<file path="config.mk">
export PLATFORM = sky130hd
export DESIGN_NAME = fetch_frontend
export DESIGN_NICKNAME = d
export VERILOG_FILES = /design/src/source/fetch_pkg.sv /design/src/source/bht.sv /design/src/source/branch_predecode.sv /design/src/source/fetch_frontend.sv /design/src/source/fetch_queue.sv /design/src/source/pc_gen.sv
export SDC_FILE = /design/constraint.sdc
export NUM_CORES = 1
export LEC_CHECK = 0
export ABC_AREA = 1
export BUFFER_PORTS_ARGS = -buffer_cell sky130_fd_sc_hd__buf_2
export CAP_MARGIN = 20
export CORE_MARGIN = 1.5
export CORE_UTILIZATION = 50
export CTS_CLUSTER_SIZE = 25
export DETAILED_ROUTE_END_ITERATION = 6
export PLACE_DENSITY_LB_ADDON = 0.2
export SKIP_LAST_GASP = 1
export SYNTH_ARGS = -nofsm -noshare
export SYNTH_HDL_FRONTEND = slang
export SYNTH_SLANG_ARGS = --single-unit
</file>
<file path="constraint.sdc">
create_clock -name clk_i -period 6.9 [get_ports clk_i]
set_input_delay 0.69 -clock clk_i [delete_from_list [all_inputs] [get_ports clk_i]]
set_output_delay 0.69 -clock clk_i [all_outputs]
set_load 0.005 [all_outputs]
</file>
<file path="src/source/fetch_pkg.sv">
package fetch_pkg;

    // ----------------------------------------
    // widths and opcodes
    // ----------------------------------------
    localparam int unsigned XLEN = 32;

    // conditional branches and jal, the only control flow seen here
    localparam logic [6:0] OPC_BRANCH = 7'b1100011;
    localparam logic [6:0] OPC_JAL    = 7'b1101111;

    // byte distance between two sequential instructions
    localparam logic [XLEN-1:0] INSTR_BYTES = 4;

    // ----------------------------------------
    // predictor and queue sizes
    // ----------------------------------------
    // bht is indexed by pc bits 5..2
    localparam int unsigned BHT_ENTRIES = 16;
    localparam int unsigned BHT_IDX_W   = 4;

    localparam int unsigned QUEUE_DEPTH = 4;
    localparam int unsigned QUEUE_CNT_W = 3;
    // highest occupancy that still leaves two free slots
    localparam logic [QUEUE_CNT_W-1:0] QUEUE_ROOM_LVL = QUEUE_CNT_W'(QUEUE_DEPTH - 2);

    // ----------------------------------------
    // instruction formats
    // ----------------------------------------
    // b-type, immediate scattered over bits 31, 30..25, 11..8, 7
    typedef struct packed {
        logic       imm12;
        logic [5:0] imm10_5;
        logic [4:0] rs2;
        logic [4:0] rs1;
        logic [2:0] funct3;
        logic [3:0] imm4_1;
        logic       imm11;
        logic [6:0] opcode;
    } btype_t;

    // j-type, immediate scattered over bits 31, 30..21, 20, 19..12
    typedef struct packed {
        logic       imm20;
        logic [9:0] imm10_1;
        logic       imm11;
        logic [7:0] imm19_12;
        logic [4:0] rd;
        logic [6:0] opcode;
    } jtype_t;

    // one fetched word, looked at as branch or as jump
    typedef union packed {
        btype_t b;
        jtype_t j;
    } instr_u;

endpackage

</file>
<file path="src/source/bht.sv">
`timescale 1ns/1ps

module bht (
    input  logic                       clk_i,
    input  logic                       rst_ni,
    input  logic [fetch_pkg::XLEN-1:0] rd_pc_i,
    input  logic                       wr_valid_i,
    input  logic [fetch_pkg::XLEN-1:0] wr_pc_i,
    input  logic                       wr_taken_i,
    output logic                       rd_valid_o,
    output logic                       rd_taken_o
);

    logic [fetch_pkg::BHT_ENTRIES-1:0] valid_q;
    logic [1:0]                        cnt_q [fetch_pkg::BHT_ENTRIES];
    logic [fetch_pkg::BHT_IDX_W-1:0]   rd_idx;
    logic [fetch_pkg::BHT_IDX_W-1:0]   wr_idx;

    // word aligned pcs, skip the two low bits
    assign rd_idx = rd_pc_i[fetch_pkg::BHT_IDX_W+1:2];
    assign wr_idx = wr_pc_i[fetch_pkg::BHT_IDX_W+1:2];

    // combinational lookup, msb of the counter is the direction
    assign rd_valid_o = valid_q[rd_idx];
    assign rd_taken_o = cnt_q[rd_idx][1];

    // all entries start untrained
    always_ff @(posedge clk_i or negedge rst_ni) begin
        if (!rst_ni) begin
            valid_q <= '0;
        end else if (wr_valid_i) begin
            valid_q[wr_idx] <= 1'b1;
        end
    end

    // ----------------------------------------
    // counter update
    // ----------------------------------------
    always_ff @(posedge clk_i) begin
        if (wr_valid_i) begin
            if (!valid_q[wr_idx]) begin
                // first outcome seeds a weak state
                cnt_q[wr_idx] <= wr_taken_i ? 2'd2 : 2'd1;
            end else if (wr_taken_i) begin
                if (cnt_q[wr_idx] != 2'd3) begin
                    cnt_q[wr_idx] <= cnt_q[wr_idx] + 2'd1;
                end
            end else if (cnt_q[wr_idx] != 2'd0) begin
                cnt_q[wr_idx] <= cnt_q[wr_idx] - 2'd1;
            end
        end
    end

endmodule

</file>
<file path="src/source/branch_predecode.sv">
`timescale 1ns/1ps

module branch_predecode (
    input  logic [fetch_pkg::XLEN-1:0] instr_i,
    input  logic [fetch_pkg::XLEN-1:0] pc_i,
    input  logic                       bht_valid_i,
    input  logic                       bht_taken_i,
    output logic                       is_branch_o,
    output logic                       pred_taken_o,
    output logic [fetch_pkg::XLEN-1:0] pred_target_o
);

    fetch_pkg::instr_u          word;
    logic                       is_jal;
    logic [fetch_pkg::XLEN-1:0] imm_b;
    logic [fetch_pkg::XLEN-1:0] imm_j;
    logic [fetch_pkg::XLEN-1:0] imm_sel;

    assign word = instr_i;

    // ----------------------------------------
    // format decode
    // ----------------------------------------
    // opcode sits at the same place in both views
    assign is_branch_o = (word.b.opcode == fetch_pkg::OPC_BRANCH);
    assign is_jal      = (word.j.opcode == fetch_pkg::OPC_JAL);

    // sign extended b immediate, bit 0 always zero
    assign imm_b = {{(fetch_pkg::XLEN-12){word.b.imm12}}, word.b.imm11,
                    word.b.imm10_5, word.b.imm4_1, 1'b0};

    // sign extended j immediate
    assign imm_j = {{(fetch_pkg::XLEN-20){word.j.imm20}}, word.j.imm19_12,
                    word.j.imm11, word.j.imm10_1, 1'b0};

    assign imm_sel = is_jal ? imm_j : imm_b;

    // ----------------------------------------
    // prediction
    // ----------------------------------------
    always_comb begin
        pred_taken_o = 1'b0;
        if (is_jal) begin
            // jal always leaves the sequential path
            pred_taken_o = 1'b1;
        end else if (is_branch_o) begin
            if (bht_valid_i) begin
                pred_taken_o = bht_taken_i;
            end else begin
                // untrained, backward branches are taken
                pred_taken_o = imm_b[fetch_pkg::XLEN-1];
            end
        end
    end

    // not taken falls through to the next word
    assign pred_target_o = pred_taken_o ? (pc_i + imm_sel) : (pc_i + fetch_pkg::INSTR_BYTES);

endmodule

</file>
<file path="src/source/fetch_frontend.sv">
`timescale 1ns/1ps

module fetch_frontend (
    input  logic                       clk_i,
    input  logic                       rst_ni,
    input  logic [fetch_pkg::XLEN-1:0] boot_addr_i,
    // instruction memory
    output logic                       imem_req_o,
    output logic [fetch_pkg::XLEN-1:0] imem_addr_o,
    input  logic                       imem_valid_i,
    input  logic [fetch_pkg::XLEN-1:0] imem_data_i,
    // branch resolution from the back-end
    input  logic                       resolve_valid_i,
    input  logic [fetch_pkg::XLEN-1:0] resolve_pc_i,
    input  logic                       resolve_is_branch_i,
    input  logic                       resolve_taken_i,
    input  logic                       resolve_mispredict_i,
    input  logic [fetch_pkg::XLEN-1:0] resolve_target_i,
    // fetch entries towards decode
    output logic                       fetch_valid_o,
    output logic [fetch_pkg::XLEN-1:0] fetch_pc_o,
    output logic [fetch_pkg::XLEN-1:0] fetch_instr_o,
    output logic                       fetch_pred_taken_o,
    output logic [fetch_pkg::XLEN-1:0] fetch_pred_target_o,
    input  logic                       fetch_ready_i
);

    logic                       mispredict;
    logic                       bht_we;
    logic                       has_room;
    logic                       s2_valid;
    logic [fetch_pkg::XLEN-1:0] s2_pc;
    logic                       bht_valid;
    logic                       bht_taken;
    logic                       pred_taken;
    logic [fetch_pkg::XLEN-1:0] pred_target;

    // ----------------------------------------
    // back-end strobes
    // ----------------------------------------
    assign mispredict = resolve_valid_i & resolve_mispredict_i;
    // only conditional branches train the table
    assign bht_we     = resolve_valid_i & resolve_is_branch_i;

    pc_gen i_pc_gen (
        .clk_i               (clk_i),
        .rst_ni              (rst_ni),
        .boot_addr_i         (boot_addr_i),
        .has_room_i          (has_room),
        .pred_taken_i        (pred_taken),
        .pred_target_i       (pred_target),
        .mispredict_i        (mispredict),
        .mispredict_target_i (resolve_target_i),
        .imem_valid_i        (imem_valid_i),
        .imem_req_o          (imem_req_o),
        .imem_addr_o         (imem_addr_o),
        .s2_valid_o          (s2_valid),
        .s2_pc_o             (s2_pc)
    );

    // lookup happens on the address of the returning word
    bht i_bht (
        .clk_i      (clk_i),
        .rst_ni     (rst_ni),
        .rd_pc_i    (s2_pc),
        .wr_valid_i (bht_we),
        .wr_pc_i    (resolve_pc_i),
        .wr_taken_i (resolve_taken_i),
        .rd_valid_o (bht_valid),
        .rd_taken_o (bht_taken)
    );

    // prediction and target for the returning word
    branch_predecode i_branch_predecode (
        .instr_i       (imem_data_i),
        .pc_i          (s2_pc),
        .bht_valid_i   (bht_valid),
        .bht_taken_i   (bht_taken),
        .is_branch_o   (),
        .pred_taken_o  (pred_taken),
        .pred_target_o (pred_target)
    );

    // ----------------------------------------
    // fetch queue
    // ----------------------------------------
    // every live response is pushed, a mispredict empties the queue
    fetch_queue i_fetch_queue (
        .clk_i         (clk_i),
        .rst_ni        (rst_ni),
        .flush_i       (mispredict),
        .push_i        (s2_valid),
        .pc_i          (s2_pc),
        .instr_i       (imem_data_i),
        .pred_taken_i  (pred_taken),
        .pred_target_i (pred_target),
        .ready_i       (fetch_ready_i),
        .has_room_o    (has_room),
        .valid_o       (fetch_valid_o),
        .pc_o          (fetch_pc_o),
        .instr_o       (fetch_instr_o),
        .pred_taken_o  (fetch_pred_taken_o),
        .pred_target_o (fetch_pred_target_o)
    );

endmodule

</file>
<file path="src/source/fetch_queue.sv">
`timescale 1ns/1ps

module fetch_queue (
    input  logic                       clk_i,
    input  logic                       rst_ni,
    input  logic                       flush_i,
    input  logic                       push_i,
    input  logic [fetch_pkg::XLEN-1:0] pc_i,
    input  logic [fetch_pkg::XLEN-1:0] instr_i,
    input  logic                       pred_taken_i,
    input  logic [fetch_pkg::XLEN-1:0] pred_target_i,
    input  logic                       ready_i,
    output logic                       has_room_o,
    output logic                       valid_o,
    output logic [fetch_pkg::XLEN-1:0] pc_o,
    output logic [fetch_pkg::XLEN-1:0] instr_o,
    output logic                       pred_taken_o,
    output logic [fetch_pkg::XLEN-1:0] pred_target_o
);

    // entry storage
    logic [fetch_pkg::XLEN-1:0]        pc_q     [fetch_pkg::QUEUE_DEPTH];
    logic [fetch_pkg::XLEN-1:0]        instr_q  [fetch_pkg::QUEUE_DEPTH];
    logic                              taken_q  [fetch_pkg::QUEUE_DEPTH];
    logic [fetch_pkg::XLEN-1:0]        target_q [fetch_pkg::QUEUE_DEPTH];

    // depth is a power of two, pointers wrap on their own
    logic [fetch_pkg::QUEUE_CNT_W-2:0] wr_ptr_q;
    logic [fetch_pkg::QUEUE_CNT_W-2:0] rd_ptr_q;
    logic [fetch_pkg::QUEUE_CNT_W-1:0] count_q;
    logic                              push_en;
    logic                              pop;

    // a flush also swallows the word arriving with it
    assign push_en = push_i & ~flush_i;
    assign pop     = valid_o & ready_i;

    // room for one more request plus the word already in flight
    assign has_room_o = (count_q <= fetch_pkg::QUEUE_ROOM_LVL);

    // ----------------------------------------
    // output side
    // ----------------------------------------
    assign valid_o       = (count_q != '0);
    assign pc_o          = pc_q[rd_ptr_q];
    assign instr_o       = instr_q[rd_ptr_q];
    assign pred_taken_o  = taken_q[rd_ptr_q];
    assign pred_target_o = target_q[rd_ptr_q];

    always_ff @(posedge clk_i or negedge rst_ni) begin
        if (!rst_ni) begin
            wr_ptr_q <= '0;
            rd_ptr_q <= '0;
            count_q  <= '0;
        end else if (flush_i) begin
            wr_ptr_q <= '0;
            rd_ptr_q <= '0;
            count_q  <= '0;
        end else begin
            if (push_en) begin
                wr_ptr_q <= wr_ptr_q + 1'b1;
            end
            if (pop) begin
                rd_ptr_q <= rd_ptr_q + 1'b1;
            end
            // occupancy moves only if exactly one side is active
            if (push_en && !pop) begin
                count_q <= count_q + 1'b1;
            end else if (pop && !push_en) begin
                count_q <= count_q - 1'b1;
            end
        end
    end

    always_ff @(posedge clk_i) begin
        if (push_en) begin
            pc_q[wr_ptr_q]     <= pc_i;
            instr_q[wr_ptr_q]  <= instr_i;
            taken_q[wr_ptr_q]  <= pred_taken_i;
            target_q[wr_ptr_q] <= pred_target_i;
        end
    end

endmodule

</file>
<file path="src/source/pc_gen.sv">
`timescale 1ns/1ps

module pc_gen (
    input  logic                       clk_i,
    input  logic                       rst_ni,
    input  logic [fetch_pkg::XLEN-1:0] boot_addr_i,
    input  logic                       has_room_i,
    input  logic                       pred_taken_i,
    input  logic [fetch_pkg::XLEN-1:0] pred_target_i,
    input  logic                       mispredict_i,
    input  logic [fetch_pkg::XLEN-1:0] mispredict_target_i,
    input  logic                       imem_valid_i,
    output logic                       imem_req_o,
    output logic [fetch_pkg::XLEN-1:0] imem_addr_o,
    output logic                       s2_valid_o,
    output logic [fetch_pkg::XLEN-1:0] s2_pc_o
);

    logic [fetch_pkg::XLEN-1:0] npc_d;
    logic [fetch_pkg::XLEN-1:0] npc_q;
    // high for the first cycle out of reset only
    logic                       npc_rst_load_q;
    logic                       s2_live_q;
    logic [fetch_pkg::XLEN-1:0] s2_pc_q;
    logic                       pred_redirect;
    logic                       kill;

    // no request while the boot address is being loaded
    assign imem_req_o  = has_room_i & ~npc_rst_load_q;
    assign imem_addr_o = npc_q;

    // response of a live request, arriving one cycle after it went out
    assign s2_valid_o = s2_live_q & imem_valid_i;
    assign s2_pc_o    = s2_pc_q;

    // a prediction only counts for a word that is really there
    assign pred_redirect = s2_valid_o & pred_taken_i;
    // the request going out now belongs to the wrong path
    assign kill = pred_redirect | mispredict_i;

    // ----------------------------------------
    // next pc select
    // ----------------------------------------
    // later assignments win: hold, sequential, prediction, mispredict
    always_comb begin
        if (npc_rst_load_q) begin
            npc_d = boot_addr_i;
        end else begin
            npc_d = npc_q;
        end
        if (imem_req_o) begin
            npc_d = npc_q + fetch_pkg::INSTR_BYTES;
        end
        if (pred_redirect) begin
            npc_d = pred_target_i;
        end
        if (mispredict_i) begin
            npc_d = mispredict_target_i;
        end
    end

    always_ff @(posedge clk_i or negedge rst_ni) begin
        if (!rst_ni) begin
            npc_rst_load_q <= 1'b1;
            npc_q          <= '0;
            s2_live_q      <= 1'b0;
        end else begin
            npc_rst_load_q <= 1'b0;
            npc_q          <= npc_d;
            s2_live_q      <= imem_req_o & ~kill;
        end
    end

    // address of the word in flight
    always_ff @(posedge clk_i) begin
        if (imem_req_o) begin
            s2_pc_q <= imem_addr_o;
        end
    end

endmodule

</file>
==> results of run 1 <==
==> registers in the layout, summed over array words and instances, names as in the netlist, named ones only <==
| register | cells |
|---|---|
| i_pc_gen.s2_pc_o | 32 |
| i_fetch_queue.taken_q | 4 |
| i_bht.cnt_q | 32 |
| i_fetch_queue.target_q | 127 |
| i_pc_gen.imem_addr_o | 32 |
| i_fetch_queue.rd_ptr_q | 2 |
| i_fetch_queue.pc_q | 125 |
| i_fetch_queue.count_q | 3 |
| i_bht.valid_q | 16 |
| i_pc_gen.npc_rst_load_q | 1 |
| i_pc_gen.s2_live_q | 1 |
| i_fetch_queue.instr_q | 128 |
| i_fetch_queue.wr_ptr_q | 2 |
==> worst max-delay path by stage <==
stage                                                   endpoint  cells after the start                          start  slack (ns)
after floorplan            i_fetch_queue.instr_q[0][0]$_DFFE_PP_                      6                resolve_valid_i        0.94
after global placement    i_fetch_queue.target_q[3][6]$_DFFE_PP_                      8                resolve_valid_i        2.44
after detailed placement  i_fetch_queue.target_q[3][6]$_DFFE_PP_                      8                resolve_valid_i        2.39
after CTS                   i_pc_gen.imem_addr_o[17]$_DFFE_PN0P_                     15  i_pc_gen.s2_pc_o[3]$_DFFE_PP_        2.82
after global routing        i_pc_gen.imem_addr_o[17]$_DFFE_PN0P_                     17  i_pc_gen.s2_pc_o[2]$_DFFE_PP_        2.40
final                       i_pc_gen.imem_addr_o[10]$_DFFE_PN0P_                     15  i_pc_gen.s2_pc_o[3]$_DFFE_PP_        2.71
==> layer usage <==
| layer | vias up | share of wire (%) | wire length [microns] |
|---|---|---|---|
| met5 | - | 0.017 | 12 |
| met4 | 2 | 2.3 | 1684 |
| met3 | 106 | 6.4 | 4653 |
| met2 | 693 | 47 | 34250 |
| met1 | 9251 | 44 | 31550 |
| li1 | 8879 | - | - |
==> through the flow <==
step,setup WS [ns],hold slack (ns)
2_1_floorplan,0.9359,0.3944
3_3_place_gp,2.440,0.4620
3_5_place_dp,2.387,0.4657
4_1_cts,2.816,0.2712
5_1_grt,2.400,0.2992
6_report,2.709,0.2337
==> worst max-delay path: stages (launching register included) <==
cell and delay [ns]:
edfxtp_1 0.81, inv_1 0.33, nand3_1 0.17, nand2_1 0.09, nand2_1 0.06, nand2_1 0.07
inv_2 0.06, nand3_1 0.11, nand3_4 0.15, nand2_4 0.40, nand2_2 0.17, buf_4 0.53
nand2_2 0.59, o21a_1 0.32, o21ai_1 0.09, nand2_1 0.06
==> logic make-up (layout without fill, tap and decap cells) <==
| group | count (synthesis) | count (layout) | synth area share (%) |
|---|---|---|---|
| muxes | 10 | 10 | 0.4362 |
| and+or+nand+nor | 1018 | 1018 | 17.50 |
| adders and majority gates | 44 | 44 | 2.320 |
| AOI/OAI and AO/OA | 505 | 505 | 11.65 |
| other | 1 | 1 | 0.01538 |
| xor gates and xnor gates | 63 | 63 | 2.263 |
| buffers and inverters | 270 | 512 | 4.449 |
| DFF | 509 | 509 | 61.36 |
==> synthesized netlist by cell type (42+ instances only) <==
| cell | instances | area [sq um] |
|---|---|---|
| clkbuf_1 | 84 | 315.3 |
| nand3_1 | 131 | 655.6 |
| xor2_1 | 46 | 402.9 |
| dfrtp_1 | 56 | 1401 |
| a21oi_1 | 46 | 230.2 |
| ha_1 | 42 | 525.5 |
| nor2_1 | 323 | 1212 |
| o21ai_0 | 264 | 1321 |
| nand2_1 | 468 | 1757 |
| edfxtp_1 | 448 | 13450 |
| o22ai_1 | 100 | 625.6 |
| inv_1 | 156 | 585.6 |
==> cell type report <==
class	instances	share of cell area [%]
multi-input cells	1641	30.22
inverters	162	2.210
repair buffers	258	5.060
clock inverters	33	1.019
well taps	615	2.773
flip-flops and latches	509	53.94
clock buffers	59	4.780
==> report_power, final <==
| group | internal [W] | switching (W) |
|---|---|---|
| clock | 0.00152 | 0.00114 |
| sequential | 0.00381 | 0.000572 |
| combinational | 0.00121 | 0.00236 |
| total | 0.00654 | 0.00408 |
==> impl_results.md, run 1 <==
* Top Usage Layer GRT: met2
* Leakage Power at roughly 11 nW
* Status: finished clean
* Residual DRC at 0
* RSZ-0062 raised after global routing: no
* Register bit total from synthesis at 509
* Slew margin rel. at between 20% and 30%
* Die area at roughly 50,000 sq um
* IO Port Bufs at approximately 240
* Total track usage at between 20% and 30%
* Pre-antenna DRT Iters at 5
* Setup-failing EPs final at 0
* Worst Path Required at 7.38 ns
* Fin util at roughly 58%
* Critical path type: flop to flop
* Worst r2r src: i_pc_gen.s2_pc_o[3]$_DFFE_PP_
* Syn Std Cell Area at ~24,000 sq um
* Area Overhead vs Synth at 13.80%
* Power Dens Cells at 382.7 nW/um^2
* Diodes inserted at 0
* CTS tree: yes
* Placed cell area at 26,130 sq um
* M3 GR Usage at 3.515%
* Post-route ant nets at 0
* Core Region at roughly 48,000 sq um
* Hold_buf cts at 0
* Row count at 80
* Area occupied by multi-input gates at between 8000 and 9000 sq um
* Number of synthesized flops with an enable pin at 448
* Root buffer cell: clkbuf_16
* Post-Syn Area per Cell at ~10 sq um
* R2R Setup Slk at 2.71 ns
* WL final at approximately 72 mm
* Worst reg2reg path depth at 15
* Nets at about 2,800
* DR iter-0 viols at roughly 1,800
* Via-per-instance ratio at between 5 and 6
* Register area at approximately 15,000 sq um
* HP Class: input pin to asynchronous set/reset pin
* Critical Path End Type: flop
* Largest net degree at the start of global routing at roughly 140
* Register area share after synthesis at between 60% and 70%
* Inserted Clock Buffers at between 50 and 60
* Met1 GRT Util at between 40% and 50%
* H-Tree Depth at 2
* CTS sink count at 509
* GRT overflow at 0
* Crit path DAT at roughly 4.7 ns
* Final instance area at 27,750 sq um
* Most frequent cells in the layout: nand2_1 (467), edfxtp_1 (448), nor2_1 (317), o21ai_0 (263), buf_2 (238)
* DP HPWL at 49.09 mm
* Ratio of cells with drive above 1 in the final layout at roughly 14%
* Placed cell count at around 3,200
* Final Skew at 0.02527 ns
* Synth Net Count at 2,600
* Setup TNS at 0 ns
* Latest clock arrival within the worst-skew pair at 0.60 ns
* Clk slew on worst S/H paths at 0.06 ns
* RR Endpoint: i_pc_gen.imem_addr_o[10]$_DFFE_PN0P_
* Max_cap viols at 0
* Routed vias at between 15,000 and 20,000
* Fin. Hold Viols at 0
* Starting Density at between 50% and 60%
* Synth cell types at 53
* Synth async-reset ratio at 11.20%
* Wire per inst at 22.02 microns
* Global-route wire length before repair at ~110 mm
* Main flop type after synthesis: edfxtp_1
* Min Clock Period, post-route at between 4 and 5 ns
* Die W at around 220 microns
* Crit path max fanout at about 60
* Synth Instances at roughly 2,400
* M2 GR Usage at between 40% and 50%
* Number of global-route vias before repair at around 18,000
* Fmax at around 240 MHz
* Fill count at around 4,100
* Post-CTS setup buffer count at 0
* Post-CTS sizing at 0
* Commonest non-fill, non-tap cell in the layout: nand2_1
* DIE HEIGHT at around 220 microns
* Power Total at 0.01062 W
* Final Instance Count excl. Fillers at around 3,300
* IO Count at roughly 270
* Final worst-path cycle share at just over 60%
* Least-Margin Pin Slew at around 1.1 ns
* Deepest clock path buffer count at 3
* Final-report max-slew violation count at 0
* Ys Warns at 0
* Initial antenna violation count at 2
* Placer Congestion at about 0.95
* Worst setup SP type: flop
* VDD IR max at about 0.00029 V
Power figures use the tool's default switching activity.
==> inputs of run 2 (changes only) <==
--- a/config.mk
+++ b/config.mk
@@ -5,7 +5,7 @@
 export SDC_FILE = /design/constraint.sdc
 export NUM_CORES = 1
 export LEC_CHECK = 0
-export ABC_AREA = 1
+export ABC_AREA = 0
 export BUFFER_PORTS_ARGS = -buffer_cell sky130_fd_sc_hd__buf_2
 export CAP_MARGIN = 20
 export CORE_MARGIN = 1.5
==> constraint.sdc (replaced) <==
create_clock -name clk_i -period 4.2 [get_ports clk_i]
set_input_delay 0.42 -clock clk_i [delete_from_list [all_inputs] [get_ports clk_i]]
set_output_delay 0.42 -clock clk_i [all_outputs]
set_load 0.005 [all_outputs]
==> impl_results.md, run 2 <==
* Status: finished clean
* Fmax at ~260 MHz
* Fill count at ~3,400
* Top Registers: i_fetch_queue.instr_q (128), i_fetch_queue.target_q (127), i_fetch_queue.pc_q (125)
* Total track usage at between 20% and 30%
* Synth Net Count at around 1,600
* Routed vias at about 14,000
* Least-Margin Pin Slew at about 0.86 ns
* VDD IR max at 0.0003586 V
* Most frequent cells in the layout: edfxtp_1 (448), buf_2 (238), mux4_2 (121), nand2_1 (98), nor2_1 (85)
* Synth async-reset ratio at 11.20%
* Final Instance Count excl. Fillers at roughly 2,400
* Synth area leaders: edfxtp_1 (59%), mux4_2 (12%), dfrtp_1 (6.2%)
* IO Port Bufs at 238
* Top Usage Layer GRT: met2
* Largest net degree at the start of global routing at a little over 70
* Setup-failing EPs final at 0
* Slowest CP cell: edfxtp_1
* Max FFs per register at between 100 and 150
* DP HPWL at a little over 40 mm
* Die W at roughly 220 microns
* Fin. Hold Viols at 0
* Clk slew on worst S/H paths at ~0.060 ns
* Most frequent cells after synthesis: edfxtp_1 (448), mux4_2 (121), nand2_1 (98), nor2_1 (87)
* Worst setup SP type: flop
* Slew margin rel. at ~43%
* Crit path cell chain: mux4_2, mux4_2, mux2_1, a21oi_4, buf_4, nor2_2, buf_4, a211oi_1, a221oi_2, o41ai_1
* RSZ-0062 raised after global routing: no
* Syn Std Cell Area at roughly 23,000 sq um
* Ratio of cells with drive above 1 in the final layout at between 30% and 40%
* Power Dens Cells at between 500 and 600 nW/um^2
* H-Tree Depth at 2
* Wire per inst at 24.71 microns
* Final worst-path cycle share at about 90%
* M3 GR Usage at 4.800%
* Pre-antenna DRT Iters at 7
* Leakage Power at a little under 10 nW
* Inserted Clock Buffers at between 50 and 60
* Critical path type: flop to flop
* HP Class: input pin to flop
* Number of global-route vias before repair at approximately 14,000
* Final Skew at between 0.02 and 0.025 ns
* Initial antenna violation count at 2
* Final WS setup at around 0.4 ns
* Post-route ant nets at 0
* Latest clock arrival within the worst-skew pair at between 0.6 and 0.7 ns
* Residual DRC at 0
* Deepest clock path buffer count at 3
* Post-CTS sizing at 0
* Row count at between 70 and 80
* CTS sink count at around 500
* Post-Syn Area per Cell at approximately 16 sq um
* Min Clock Period, post-route at around 3.8 ns
* Final-report max-slew violation count at 0
* Root buffer cell: clkbuf_16
* CTS tree: yes
* Core Region at 45,190 sq um
* Area Overhead vs Synth at 18.35%
* Starting Density at 50.40%
* Placer Congestion at 0.9193
* Synth Instances at around 1,500
* Ys Warns at 0
* Worst slack at placement at -0.1956 ns
* Main flop type after synthesis: edfxtp_1
* Top-count cell post-synth: edfxtp_1
* CP max stage delay at between 0.6 and 0.7 ns
* Post-synth top area cell: edfxtp_1
* Largest reg by FF count: i_fetch_queue.instr_q
* Area share of the largest cell type after synthesis at 59.08%
* IO Count at between 200 and 300
* Die area at 46,830 sq um
* Global-route wire length before repair at just under 90 mm
* Register bit total from synthesis at around 510
* Power Total at approximately 0.016 W
* Nets at around 1,900
* Commonest non-fill, non-tap cell in the layout: edfxtp_1
* Crit path max fanout at 32
* Number of synthesized flops with an enable pin at roughly 450
* Placed cell count at roughly 2,300
* DR iter-0 viols at approximately 1,200
* Synth cell types at 67
* GRT overflow at 0
* Critical Path End Type: flop
* M2 GR Usage at roughly two fifths
* WL final at just under 60 mm
* Worst Path Required at ~4.7 ns
* Via-per-instance ratio at about 6
* DIE HEIGHT at 216.4 microns
* Max_cap viols at 0
* Crit path DAT at roughly 4.3 ns
* Register area share after synthesis at between 60% and 70%
* Met1 GRT Util at 37.80%
run 2: kinds of logic after synthesis:
logic type,count (synthesis),synth area share (%)
compound gates,261,7.489
xor+xnor,81,3.115
fa+ha+maj,44,2.484
buf+inv,94,1.632
flops,509,65.70
mux,141,12.90
other cells,1,0.01647
simple gates,324,6.665
run 2: metrics by stage:
step	TNS [ns]	area, sq um	utilization [%]	hold WS [ns]
floorplan	0	22770	-	0.1244
global placement	-1.627	25150	55.65	0.4536
detailed placement	-3.169	25150	55.65	0.4701
CTS	0	26950	59.64	0.01133
global route	0	26950	59.64	0.04632
finish	0	26950	59.64	0.04632
run 2: worst paths after layout:
path	startpoint	end	slack (ns)	depth (start not counted)
min	resolve_target_i[0]	i_pc_gen.imem_addr_o[0]$_DFFE_PN0P_	0.05	3
max in group asynchronous	rst_ni	i_bht.valid_q[4]$_DFFE_PN0P_	2.87	3
max reg2reg	i_pc_gen.s2_pc_o[2]$_DFFE_PP_	i_pc_gen.imem_addr_o[31]$_DFFE_PN0P_	0.39	10
min in group asynchronous	rst_ni	i_fetch_queue.rd_ptr_q[1]$_DFFE_PN0P_	0.42	2
max	i_pc_gen.s2_pc_o[2]$_DFFE_PP_	i_pc_gen.imem_addr_o[31]$_DFFE_PN0P_	0.39	10
min reg2reg	i_pc_gen.imem_addr_o[0]$_DFFE_PN0P_	i_pc_gen.s2_pc_o[0]$_DFFE_PP_	0.48	0
run 2: metal layers:
layer | share of wire [%] | routed length, microns
met1 | 44 | 25800
met2 | 46 | 27300
met3 | 7.8 | 4636
met4 | 2.6 | 1535
met5 | 0 | 0
run 2: area by class of cell:
| type | instances | area [sq um] | share of cell area (%) |
|---|---|---|---|
| flip-flops and latches | 509 | 14970 | 55.54 |
| multi-input cells | 852 | 7468 | 27.71 |
| repair buffers | 318 | 1882 | 6.983 |
| clock buffers | 65 | 1393 | 5.167 |
| well taps | 600 | 750.7 | 2.786 |
| clock inverters | 31 | 399.1 | 1.481 |
| inverters | 23 | 86.33 | 0.3203 |
| diodes | 1 | 2.502 | 0.009285 |
run 2: what timing repair did:
| item | CTS | global route |
|---|---|---|
| hold buffers | 1 | 0 |
| endpoints found under the hold margin | 25 | 0 |
| setup buffers | 0 | 0 |
run 2: power by group:
| part | switching, W | total, W | internal (W) |
|---|---|---|---|
| Combinational | 0.00234 | 0.00453 | 0.00219 |
| Clock | 0.00192 | 0.00483 | 0.00290 |
| Sequential | 0.000627 | 0.00680 | 0.00617 |
| Total | 0.00489 | 0.0162 | 0.0113 |
run 2: critical path, delay by kind of cell (launching register included):
family / cells / cell delay [ns]
multiplexers: 3 / 1.52
AO/OA/AOI/OAI: 4 / 0.92
flip-flops: 1 / 0.66
buffers and inverters: 2 / 0.53
AND/OR/NAND/NOR: 1 / 0.06
